$ cat config.mk
export PLATFORM = sky130hd
export DESIGN_NAME = memory_arbiter
export DESIGN_NICKNAME = d
export VERILOG_FILES = /design/src/cache_pkg.sv /design/src/memory_arbiter.sv
export SDC_FILE = /design/constraint.sdc
export NUM_CORES = 1
export LEC_CHECK = 0
export ABC_AREA = 1
export BUFFER_PORTS_ARGS = -buffer_cell sky130_fd_sc_hd__buf_2
export CORE_AREA = 2 2 116 118
export CTS_BUF_LIST = sky130_fd_sc_hd__clkbuf_8
export CTS_CLUSTER_DIAMETER = 50
export DETAILED_ROUTE_END_ITERATION = 7
export DIE_AREA = 0 0 118 120
export PLACE_DENSITY = 0.53
export SLEW_MARGIN = 5
export SYNTH_ARGS = -nofsm -noshare
export SYNTH_HDL_FRONTEND = slang
export SYNTH_SLANG_ARGS = --single-unit
$ cat constraint.sdc
create_clock -name CLK -period 2.5 [get_ports CLK]
set_input_delay 0.125 -clock CLK [delete_from_list [all_inputs] [get_ports CLK]]
set_output_delay 0.125 -clock CLK [all_outputs]
set_load 0.005 [all_outputs]
$ cat src/cache_pkg.sv
/*
  bus widths, cache geometry and memory latency constants,
  APB request/response structs and FSM state enums
*/
package cache_pkg;

  // bus widths
  localparam int ADDR_W = 32;
  localparam int DATA_W = 32;

  // byte offset inside one word
  localparam int OFF_W = 2;

  // direct-mapped L1, one word per line
  localparam int LINES = 32;
  localparam int IDX_W = $clog2(LINES);
  localparam int TAG_W = ADDR_W - IDX_W - OFF_W;

  // main memory depth and pacing
  localparam int MEM_WORDS = 1024;
  localparam int MEM_IDX_W = $clog2(MEM_WORDS);
  localparam int MEM_WAIT  = 2;
  localparam int WAIT_W    = $clog2(MEM_WAIT + 1);

  typedef logic [DATA_W-1:0]    word_t;
  typedef logic [ADDR_W-1:0]    addr_t;
  typedef logic [IDX_W-1:0]     idx_t;
  typedef logic [TAG_W-1:0]     tag_t;
  typedef logic [MEM_IDX_W-1:0] mem_idx_t;
  typedef logic [WAIT_W-1:0]    wait_t;

  // requester side of an APB link
  typedef struct packed {
    logic  sel;
    logic  enable;
    logic  write;
    addr_t addr;
    word_t wdata;
  } apb_req_t;

  // completer side
  typedef struct packed {
    logic  ready;
    word_t rdata;
  } apb_rsp_t;

  typedef enum logic [2:0] {
    l1_idle,
    l1_lookup,
    l1_mem_setup,
    l1_mem_access,
    l1_clearing
  } l1_state_t;

  typedef enum logic [1:0] {
    arb_idle,
    arb_grant_d,
    arb_grant_i
  } arb_state_t;

endpackage

$ cat src/memory_arbiter.sv
/*
  two-requester APB arbiter for the shared memory bus
  data cache has fixed priority, grant held until ready
*/
`timescale 1ns/100ps

module memory_arbiter
  import cache_pkg::*;
(
  input  logic     CLK,
  input  logic     i_arst_n,
  input  apb_req_t i_icache_req,
  output apb_rsp_t o_icache_rsp,
  input  apb_req_t i_dcache_req,
  output apb_rsp_t o_dcache_rsp,
  output apb_req_t o_mem_req,
  input  apb_rsp_t i_mem_rsp
);

  arb_state_t state;
  arb_state_t state_nxt;

  logic route_d;
  logic route_i;

  // in idle the winner passes through in the same cycle
  assign route_d = (state == arb_grant_d) ||
                   ((state == arb_idle) && i_dcache_req.sel);
  assign route_i = (state == arb_grant_i) ||
                   ((state == arb_idle) && !i_dcache_req.sel && i_icache_req.sel);

  always_comb begin
    state_nxt = state;
    case (state)
      arb_idle: begin
        if (i_dcache_req.sel) begin
          state_nxt = arb_grant_d;
        end else if (i_icache_req.sel) begin
          state_nxt = arb_grant_i;
        end
      end
      arb_grant_d, arb_grant_i: begin
        // release at the end of the granted transfer
        if (i_mem_rsp.ready) begin
          state_nxt = arb_idle;
        end
      end
      default: begin
        state_nxt = arb_idle;
      end
    endcase
  end

  always_ff @(posedge CLK or negedge i_arst_n) begin
    if (!i_arst_n) begin
      state <= arb_idle;
    end else begin
      state <= state_nxt;
    end
  end

  always_comb begin
    if (route_d) begin
      o_mem_req = i_dcache_req;
    end else if (route_i) begin
      o_mem_req = i_icache_req;
    end else begin
      o_mem_req = '0;
    end
    // grant cycle is always a setup cycle for memory,
    // a loser may already sit in its access phase
    if (state == arb_idle) begin
      o_mem_req.enable = 1'b0;
    end
  end

  // only the grant holder sees ready, the other one stalls
  always_comb begin
    o_dcache_rsp = '0;
    o_icache_rsp = '0;
    if (state == arb_grant_d) begin
      o_dcache_rsp = i_mem_rsp;
    end else if (state == arb_grant_i) begin
      o_icache_rsp = i_mem_rsp;
    end
  end

endmodule

# Yosys cells after proc, flatten, opt, wreduce, memory -nomap -nowiden
# Index checks and enable logic that the tools add are counted.
# classes
n_reduce_logical,9
eq_ne,4
div_mod_pow,0
bitwise_logic,0
magnitude_cmp,0
mux,10
n_addsub,0
n_shift,0
multipliers,0
# ops
cell,n
$mux W67,2
$mux W33,3
$mux W2,3
$pmux W2 S2,1
$logic_and A1 B1 Y1,3
$ne A3 B3 Y1 const B,1
$eq A2 B1 Y1 const B,1
$eq A2 B2 Y1 const B,1
$logic_not A2 Y1,1
$logic_or A1 B1 Y1,2
$ne A2 B2 Y1 const B,1
$reduce_and A2 Y1,1
$reduce_or A2 Y1,1
$logic_not A1 Y1,1
$mux W1,1
# word_totals
mem_bits_rw,0
latchBits,0
mem_bits_ro,0
inputBits,169
elab_cells,24
reg_bits,2
out_inout_bits,133
n_memories,0

# Logic depth before layout (Yosys ltp)
# Gate-level depths: netlist of run 1.
# logic_depth
ltp_word,7
ltp_mapped,9

# Worst setup path before layout of run 1
# No wires, ideal clock.
# synth_path
path_kind,reg-to-output
from,reg state[1]
to,out o_mem_req[26] (netlist bit)
path_buffers,3
setup_slack_ps,1059
arrival_time_ps,1316
stages_incl_launch_ff,9
cell_sequence,dfrtp_1 inv_1 ha_1 buf_2 a21oi_4 buf_6 buf_6 nand3_1 o21ai_1
# synth_rtl
item,line,rtl
start: declaration,memory_arbiter.sv:20,arb_state_t state;
start signal: assignment,memory_arbiter.sv:56,state <= arb_idle;
start signal: assignment,memory_arbiter.sv:58,state <= state_nxt;
end: declaration,memory_arbiter.sv:16,"output apb_req_t o_mem_req,"

==> results_dict.tcl, run 1 <==
set metrics [dict create \
    status "finished, final reports clean" \
    gp_congestion 0.719 \
    setup_tns_ns 0 \
    synthesis.area_sq_mm 0.00181 \
    cts_hold_repair.buffers 1 \
    clk_pin_slew_ns 0.03 \
    clock-sinks 2 \
    gr-total-overflow 0 \
    hp-class "in -> reg" \
    cts_tree "yes" \
    drive_gt1_share_pct 47.1 \
    pin_count 302 \
    synth-simple-area-share_pct 40.9 \
    final_cell_mix "buf_2 (301), inv_1 (104), nand2_1 (71), nand3_1 (68), o21ai_0 (35)" \
    synthTopCellsByArea "inv_1 (22%), nand3_1 (19%), nand2_1 (15%)" \
    dp_slack_ns 0.716 \
    clk_latency_ns 0.22 \
    rrSetupSlack_ns 1.11 \
    p_switching_w 0.00142 \
    syn_area_per_cell_sq_um 4.68 \
    synth_warnings 0 \
    crit_path_max_fanout 67 \
    die_y_microns 120 \
    final_antenna_net_count 0 \
    clock_path_buffers 2 \
    cts_buffers 3 \
    rows 42 \
    hold_end "state[0]$_DFFE_PN0P_" \
    start_util_pct 13.9 \
    dpl-instance-area_sq_mm 0.00338 \
    drc 0 \
    top_register "state" \
    r2r-start "state[1]$_DFFE_PN0P_" \
    synth_top_area_cell "inv_1" \
    grt_pass1_vias 2942 \
    end_kind "output port" \
    synth_compound_area_share_pct 20.4 \
    vias 3269 \
    grt.total_usage_pct 11.2 \
    largest_register_ffs 2 \
    dpl.hpwl_microns 7200 \
    relSlewSlack_pct 61.9 \
    maxCapViolations 0 \
    fin_crit_ns 2.00 \
    ir_drop_uv 352 \
    grt_pass1_wl_microns 13600 \
    antenna_found_initial 1 \
    postCtsSetupBuffers 0 \
    cp-start-kind "flop" \
    syn2layout_area_growth_pct 89.9 \
    cts_root_buffer "clkbuf_8" \
    wl_microns 8700 \
    top_regs "state: 2 flops" \
    core-area_sq_mm 0.0130 \
    htreeDepth 1 \
    syn_inst 386 \
    syn_nets 558 \
    p_total_w 0.00253 \
    cp.arrival_ns 1.88 \
    rr_endpoint "state[1]$_DFFE_PN0P_" \
    pwr-share-clk_pct 5.2 \
    synth_fa_ha_area_share_pct 2.08 \
    portBuffers 301 \
    final-hold-violation-count 0 \
    detail_route.vias_per_cell 3.90 \
    firstDrtPassIters 4 \
    ys_seq_elements 2 \
    whs_ns 0.236 \
    grt_start_max_net_pins 94 \
    p_comb_share_pct 92.5 \
    rsz0062_at_grt "no" \
    r2r_cells 5 \
    power_density_mw_per_mm2 738 \
    synth_top_family_by_area "simple AND/OR/NAND/NOR gates" \
    setup_viol 0 \
    die_w_microns 118 \
    worstSetupPathType "reg -> out" \
    dieArea_sq_mm 0.0142 \
    yosysSeqAreaShare_pct 2.77 \
    cts_resized 0 \
    final_common_cell "buf_2" \
    setup_slack_ns 0.496 \
    wl_per_cell_microns 10.4 \
    fin_nets 837 \
    drtIter0Drc 87 \
    p_int_w 0.00111 \
    yosysUniqueCellTypes 17 \
    finClkSkew_ns 0.00292 \
    synthXorXnorAreaFrac_pct 0 \
    slew_violations 0 \
    synth_top_area_share_pct 21.6 \
    antenna_cells 0 \
    fin_crit_sh_pct 80.1 \
    fmax_ghz 0.499 \
    worstHoldStart "i_dcache_req[66]" \
    power_frac_seq_pct 2.3 \
    leakagePower_nw 2.46 \
    final_area_sq_mm 0.00343 \
    swShare_pct 56.3 \
    holdPathStages 3 \
    synth.mux.area_fraction_pct 0 \
    tightest_slew_ns 0.572 \
    cp.required_ns 2.38 \
]
[synthesized netlist by cell type]
master and number:
inv_1 104, nand2_1 71, nand3_1 68, o21ai_0 35, o21ai_1 33, nor2_1 32
buf_6 11, clkbuf_1 11, buf_2 10, ha_1 3, dfrtp_1 2, a21oi_1 1
a21oi_4 1, clkbuf_2 1, nand2_2 1, nor3_1 1, o21bai_1 1
[metal layers]
metal  global-route usage [%]  wire (microns)  up-vias
met5                        0              11        -
met4                     1.13               0        2
met3                     2.99             898        2
met2                     20.7            4200      176
met1                     13.4            3590     1361
li1                         -               -     1728
[area by class of cell]
cell class	instances	area [sq um]
fill	1493	9550
timing repair buffer	307	1580
multi-input combinational	247	1150
inverter	104	390
tap	176	220
sequential	2	50.0
clock buffer	3	41.3
[how the worst max path moves through the flow]
stage	from	to	slack (ns)	cells after the start
5_1_grt	state[1]$_DFFE_PN0P_	o_mem_req[62]	0.34	8
2_1_floorplan	state[1]$_DFFE_PN0P_	o_mem_req[26]	1.06	8
3_3_place_gp	state[0]$_DFFE_PN0P_	o_mem_req[9]	0.75	7
6_report	state[1]$_DFFE_PN0P_	o_mem_req[9]	0.50	8
3_5_place_dp	state[1]$_DFFE_PN0P_	o_mem_req[62]	0.72	8
4_1_cts	state[1]$_DFFE_PN0P_	o_mem_req[62]	0.49	8
[critical path, stage by stage, from the launching register on]
cell	delay (ns)
dfrtp_1	0.39
inv_1	0.10
ha_1	0.28
nand3_1	0.12
nand2_2	0.09
buf_12	0.24
nand3_1	0.10
o21ai_0	0.11
buf_2	0.16
[power by group through the flow]
stage	registers, W	clock network, W	logic, W
2_1_floorplan	0.0000544	0	0.00149
3_3_place_gp	0.0000564	0	0.00239
5_1_grt	0.0000590	0.000142	0.00265
3_5_place_dp	0.0000586	0	0.00237
6_report	0.0000571	0.000132	0.00234
4_1_cts	0.0000569	0.000138	0.00238
[per-stage QoR]
step / std cells / util, %
finish: 839 / 26.4
global route: 839 / 26.4
CTS: 839 / 26.4
detailed placement: 835 / 26.0
global placement: 835 / 26.0
floorplan: 386 / -
[logic make-up after synthesis]
family                   count (synthesis)
flip-flops                               2
AO/OA/AOI/OAI                           71
buffers and inverters                  137
adder cells (fa/ha/maj)                  3
AND/OR/NAND/NOR                        173
Power figures use the tool's default switching activity.
==> run 2, diff against run 1 <==
CORE_AREA = 2 2 119 121   (was 2 2 116 118)
DIE_AREA = 0 0 121 123   (was 0 0 118 120)
PLACE_DENSITY = 0.52   (was 0.53)
clock period = 1.84 ns   (was 2.5 ns; I/O delays follow)
==> run 2 against run 1 <==
The flow now finishes with violations (negative setup slack); setup slack got worse by 0.53 ns; utilization rose by 4.4 points; critical path depth up 1; die area grew 5.1%; global-route usage down 0.30 points; final cell count increased by 4.3%; clock skew down 0.0020 ns; register-to-register slack got worse by 0.63 ns; total power rose by 110%; via count is 7.1% higher; first-iteration DRC count fell by 4.6%; wire length rose by 27%; critical path type unchanged; largest cell class unchanged.
==> results_dict.tcl, run 2 (synthesized netlist as in run 1, its figures left out) <==
set metrics [dict create \
    pin_count 302 \
    p_switching_w 0.00259 \
    hp-class "in -> reg" \
    dp_slack_ns 0.0851 \
    wl_microns 11000 \
    status "finished, violations left" \
    die_w_microns 121 \
    swShare_pct 49.0 \
    gp_congestion 0.717 \
    drtIter0Drc 83 \
    rows 43 \
    violations "negative setup slack" \
    dpl-instance-area_sq_mm 0.00352 \
    whs_ns 0.187 \
    largest_register_ffs 2 \
    grt.total_usage_pct 10.9 \
    pwr-share-clk_pct 3.4 \
    cp-start-kind "flop" \
    final-hold-violation-count 0 \
    drc 0 \
    ir_drop_uv 548 \
    fin_nets 869 \
    final_antenna_net_count 0 \
    grt_pass1_vias 2792 \
    wl_per_cell_microns 12.6 \
    cts_buffers 3 \
    p_int_w 0.00270 \
    cts_tree "yes" \
    die_y_microns 123 \
    grt_pass1_wl_microns 13300 \
    fin_crit_sh_pct 102 \
    final_area_sq_mm 0.00419 \
    grt_start_max_net_pins 68 \
    power_density_mw_per_mm2 1260 \
    relSlewSlack_pct 80.7 \
    clk_pin_slew_ns 0.03 \
    htreeDepth 1 \
    vias 3501 \
    detail_route.vias_per_cell 4.00 \
    top_register "state" \
    crit_path_max_fanout 7 \
    fin_crit_ns 1.87 \
    cp.required_ns 1.75 \
    syn2layout_area_growth_pct 132 \
    final_cell_mix "buf_2 (301), inv_1 (102), nand2_1 (71), o21ai_1 (42), nand3_1 (41)" \
    gr-total-overflow 0 \
    rsz0062_at_grt "yes" \
    fillCellCount 1529 \
    core-area_sq_mm 0.0136 \
    final_common_cell "buf_2" \
    antenna_found_initial 1 \
    fmax_ghz 0.534 \
    clock-sinks 2 \
    drive_gt1_share_pct 55.4 \
    power_frac_seq_pct 1.5 \
    maxCapViolations 0 \
    clock_path_buffers 2 \
    finClkSkew_ns 0.000911 \
    start_util_pct 13.3 \
    worstSetupPathType "reg -> out" \
    top_regs "state: 2 flops" \
    antenna_cells 0 \
    leakagePower_nw 2.77 \
    dpl.hpwl_microns 7790 \
    end_kind "output port" \
    cts_root_buffer "clkbuf_8" \
    setup_slack_ns -0.0336 \
    p_comb_share_pct 95.1 \
    portBuffers 301 \
    cp.arrival_ns 1.78 \
    dieArea_sq_mm 0.0149 \
    tightest_slew_ns 0.286 \
    setup_viol 6 \
    clk_latency_ns 0.21 \
    firstDrtPassIters 4 \
    slew_violations 0 \
    final_core_util_pct 30.8 \
]
-- run 2: cell count changes in the layout (fill, tap and decap cells not counted), sizes merged --
cell,previous run,this run
buf,306,330
clkbuf,3,11
-- run 2: worst max-delay path, stage by stage (launching register included) --
cell     delay, ns
dfrtp_1       0.40
buf_6         0.13
ha_4          0.16
a21oi_4       0.19
buf_12        0.17
buf_12        0.13
buf_6         0.11
nand3_2       0.04
o21ai_1       0.07
buf_2         0.14
-- run 2: path summary, 6_finish.rpt --
| kind | from | end | slack (ns) | cells past startpoint |
|---|---|---|---|---|
| min | i_dcache_req[66] | state[0]$_DFFE_PN0P_ | 0.19 | 3 |
| max in group asynchronous | i_arst_n | state[1]$_DFFE_PN0P_ | 1.54 | 2 |
| max | state[0]$_DFFE_PN0P_ | o_mem_req[44] | -0.03 | 9 |
| min reg2reg | state[1]$_DFFE_PN0P_ | state[1]$_DFFE_PN0P_ | 0.54 | 2 |
| max reg2reg | state[1]$_DFFE_PN0P_ | state[1]$_DFFE_PN0P_ | 0.48 | 6 |
| min in group asynchronous | i_arst_n | state[0]$_DFFE_PN0P_ | 0.21 | 2 |
-- run 2: metal layers --
metal | global-route usage, % | share of wire, % | wire length (microns)
met1 | 12.8 | 39 | 4320
met2 | 21.3 | 52 | 5680
met3 | 1.98 | 9.1 | 1000
met4 | 0.872 | 0.18 | 20
met5 | 0 | 0 | 0
-- run 2: area by class of cell --
cell class | instances | area [sq um] | area share, %
Timing Repair Buffer | 339 | 2120 | 50.6
Multi-Input combinational cell | 247 | 1370 | 32.5
Inverter | 104 | 390 | 9.31
Tap cell | 180 | 225 | 5.37
Sequential cell | 2 | 50.0 | 1.19
Clock buffer | 3 | 41.3 | 0.984
-- run 2: through the flow --
| stage | power (W) | instances | TNS (ns) |
|---|---|---|---|
| 2_1_floorplan | 0.00210 | 386 | 0 |
| 3_3_place_gp | 0.00370 | 847 | 0 |
| 3_5_place_dp | 0.00369 | 847 | 0 |
| 4_1_cts | 0.00416 | 855 | -2.09 |
| 5_1_grt | 0.00579 | 875 | -2.73 |
| 6_report | 0.00529 | 875 | -0.101 |
-- run 2: what timing repair did --
| item | in CTS | in global routing |
|---|---|---|
| pin swaps | 0 | 15 |
| setup buffers | 2 | 11 |
| gates resized for setup | 1 | 77 |
| endpoints found under the setup margin | 58 | 67 |
| hold buffers | 1 | 0 |
| hold endpoints to repair | 2 | 0 |
| cloned | 2 | 10 |
-- run 2: power groups by stage --
stage	Sequential, W	Combinational, W	Clock [W]
final	0.0000817	0.00503	0.000180
after global placement	0.0000767	0.00362	0
after floorplan	0.0000740	0.00203	0
after detailed placement	0.0000787	0.00362	0
after CTS	0.0000765	0.00390	0.000184
after global routing	0.0000837	0.00552	0.000185
==> run 3, diff against run 2 <==
PLACE_DENSITY = default   (was 0.52)
PLACE_DENSITY_LB_ADDON = 0.25   (was default)
==> run 3 against run 2 <==
The flow now finishes without violations; clock skew grew 0.0065 ns; wire length shrank 8.0%; sequential share of layout area grew 0.10 points; critical endpoint is now o_mem_req[31]; cell area shrank 7.9%; maximum frequency grew 3.3%; highest routed layer unchanged.
==> results_dict.tcl, run 3 (synthesized netlist as in run 1, its figures left out) <==
set metrics [dict create \
    cp.required_ns 1.75 \
    die_y_microns 123 \
    drive_gt1_share_pct 50.1 \
    clock_path_buffers 2 \
    setup_tns_ns 0 \
    gp_congestion 0.766 \
    status "finished, final reports clean" \
    detail_route.vias_per_cell 3.94 \
    cts_root_buffer "clkbuf_8" \
    grt_pass1_wl_microns 13100 \
    finClkSkew_ns 0.00742 \
    top_register "state" \
    fin_crit_ns 1.81 \
    clock-sinks 2 \
    pin_count 302 \
    p_switching_w 0.00229 \
    start_util_pct 13.3 \
    final_cell_mix "buf_2 (301), inv_1 (102), nand2_1 (71), nand3_1 (62), o21ai_1 (40)" \
    rsz0062_at_grt "yes" \
    clk_latency_ns 0.22 \
    crit_path_max_fanout 10 \
    fin_nets 859 \
    largest_register_ffs 2 \
    vias 3404 \
    cp.arrival_ns 1.72 \
    syn2layout_area_growth_pct 114 \
    setup_viol 0 \
    rows 43 \
    pwr-share-clk_pct 3.8 \
    antenna_found_initial 0 \
    hp-class "in -> async" \
    ir_drop_uv 293 \
    cts_tree "yes" \
    p_comb_share_pct 94.4 \
    antenna_cells 0 \
    worstSetupPathType "reg -> out" \
    top_regs "state: 2 flops" \
    slew_violations 0 \
    power_frac_seq_pct 1.8 \
    die_w_microns 121 \
    cp-start-kind "flop" \
    dpl.hpwl_microns 7690 \
    swShare_pct 49.5 \
    portBuffers 301 \
    p_int_w 0.00234 \
    gr-total-overflow 0 \
    fmax_ghz 0.551 \
    clk_pin_slew_ns 0.03 \
    grt.total_usage_pct 10.7 \
    relSlewSlack_pct 78.5 \
    fillCellCount 1560 \
    dieArea_sq_mm 0.0149 \
    firstDrtPassIters 4 \
    wl_per_cell_microns 11.7 \
    drc 0 \
    tightest_slew_ns 0.323 \
    grt_pass1_vias 2856 \
    drtIter0Drc 69 \
    final_common_cell "buf_2" \
    final-hold-violation-count 0 \
    fin_crit_sh_pct 98.6 \
    core-area_sq_mm 0.0136 \
    leakagePower_nw 2.66 \
    power_density_mw_per_mm2 1200 \
    end_kind "output port" \
    wl_microns 10200 \
    htreeDepth 1 \
    final_antenna_net_count 0 \
    cts_buffers 3 \
    final_core_util_pct 28.4 \
    maxCapViolations 0 \
    grt_start_max_net_pins 68 \
]
## run 3: changes by cell type in the layout (fill, tap and decap cells not counted), sizes merged
cell    change
buf         -6
clkbuf      -4
## run 3: final timing paths
check | from | end | slack [ns] | cells past startpoint
max in group asynchronous | i_arst_n | state[1]$_DFFE_PN0P_ | 1.51 | 2
min | i_arst_n | state[0]$_DFFE_PN0P_ | 0.22 | 2
max reg2reg | state[1]$_DFFE_PN0P_ | state[1]$_DFFE_PN0P_ | 0.52 | 6
min in group CLK | i_dcache_req[66] | state[0]$_DFFE_PN0P_ | 0.22 | 3
max | state[1]$_DFFE_PN0P_ | o_mem_req[31] | 0.03 | 9
min reg2reg | state[0]$_DFFE_PN0P_ | state[0]$_DFFE_PN0P_ | 0.53 | 2
## run 3: cell type report
type / instances / area, sq um / area share (%)
Sequential cell: 2 / 50.0 / 1.30
Clock buffer: 3 / 41.3 / 1.07
Multi-Input combinational cell: 247 / 1190 / 30.9
Timing Repair Buffer: 329 / 1960 / 50.8
Inverter: 104 / 390 / 10.1
Tap cell: 180 / 225 / 5.83
## run 3: repair_timing
| item | in CTS | in global routing |
|---|---|---|
| cloned | 1 | 4 |
| pin swaps | 0 | 4 |
| buffers inserted | 2 | 8 |
| hold buffers | 1 | 0 |
| gates resized for setup | 4 | 36 |
| endpoints found under the hold margin | 2 | 0 |
| setup endpoints to repair | 57 | 67 |
## run 3: routing by layer
layer / global-route usage, % / up-vias / routed length [microns]
li1: - / 1771 / -
met1: 12.1 / 1443 / 3940
met2: 21.4 / 188 / 5300
met3: 1.48 / 2 / 887
met4: 1.89 / 0 / 27
met5: 0 / - / 0
## run 3: stage by stage
step | total power (W) | area, sq um | std cells | hold WS (ns) | worst slack [ns]
2_1_floorplan | 0.00210 | 1810 | 386 | -0.204 | 0.432
3_3_place_gp | 0.00359 | 3470 | 847 | -0.119 | 0.125
3_5_place_dp | 0.00356 | 3470 | 847 | -0.115 | 0.106
4_1_cts | 0.00398 | 3590 | 854 | 0.209 | -0.0397
5_1_grt | 0.00512 | 3860 | 865 | 0.225 | -0.0651
6_report | 0.00464 | 3860 | 865 | 0.216 | 0.0259
## run 3: worst max-delay path, stage by stage, from the launching register on
cell and delay (ns):
dfrtp_1 0.38, inv_2 0.07, ha_2 0.21, a21oi_4 0.18
buf_12 0.14, buf_12 0.13, buf_12 0.12, nand3_1 0.07
o21ai_1 0.08, buf_2 0.13
## run 3: power by group through the flow
stage          combinational [W]  clock, W  sequential, W
2_1_floorplan            0.00203         0      0.0000740
3_3_place_gp             0.00351         0      0.0000777
3_5_place_dp             0.00348         0      0.0000788
4_1_cts                  0.00372  0.000181      0.0000772
5_1_grt                  0.00485  0.000186      0.0000830
6_report                 0.00438  0.000177      0.0000811
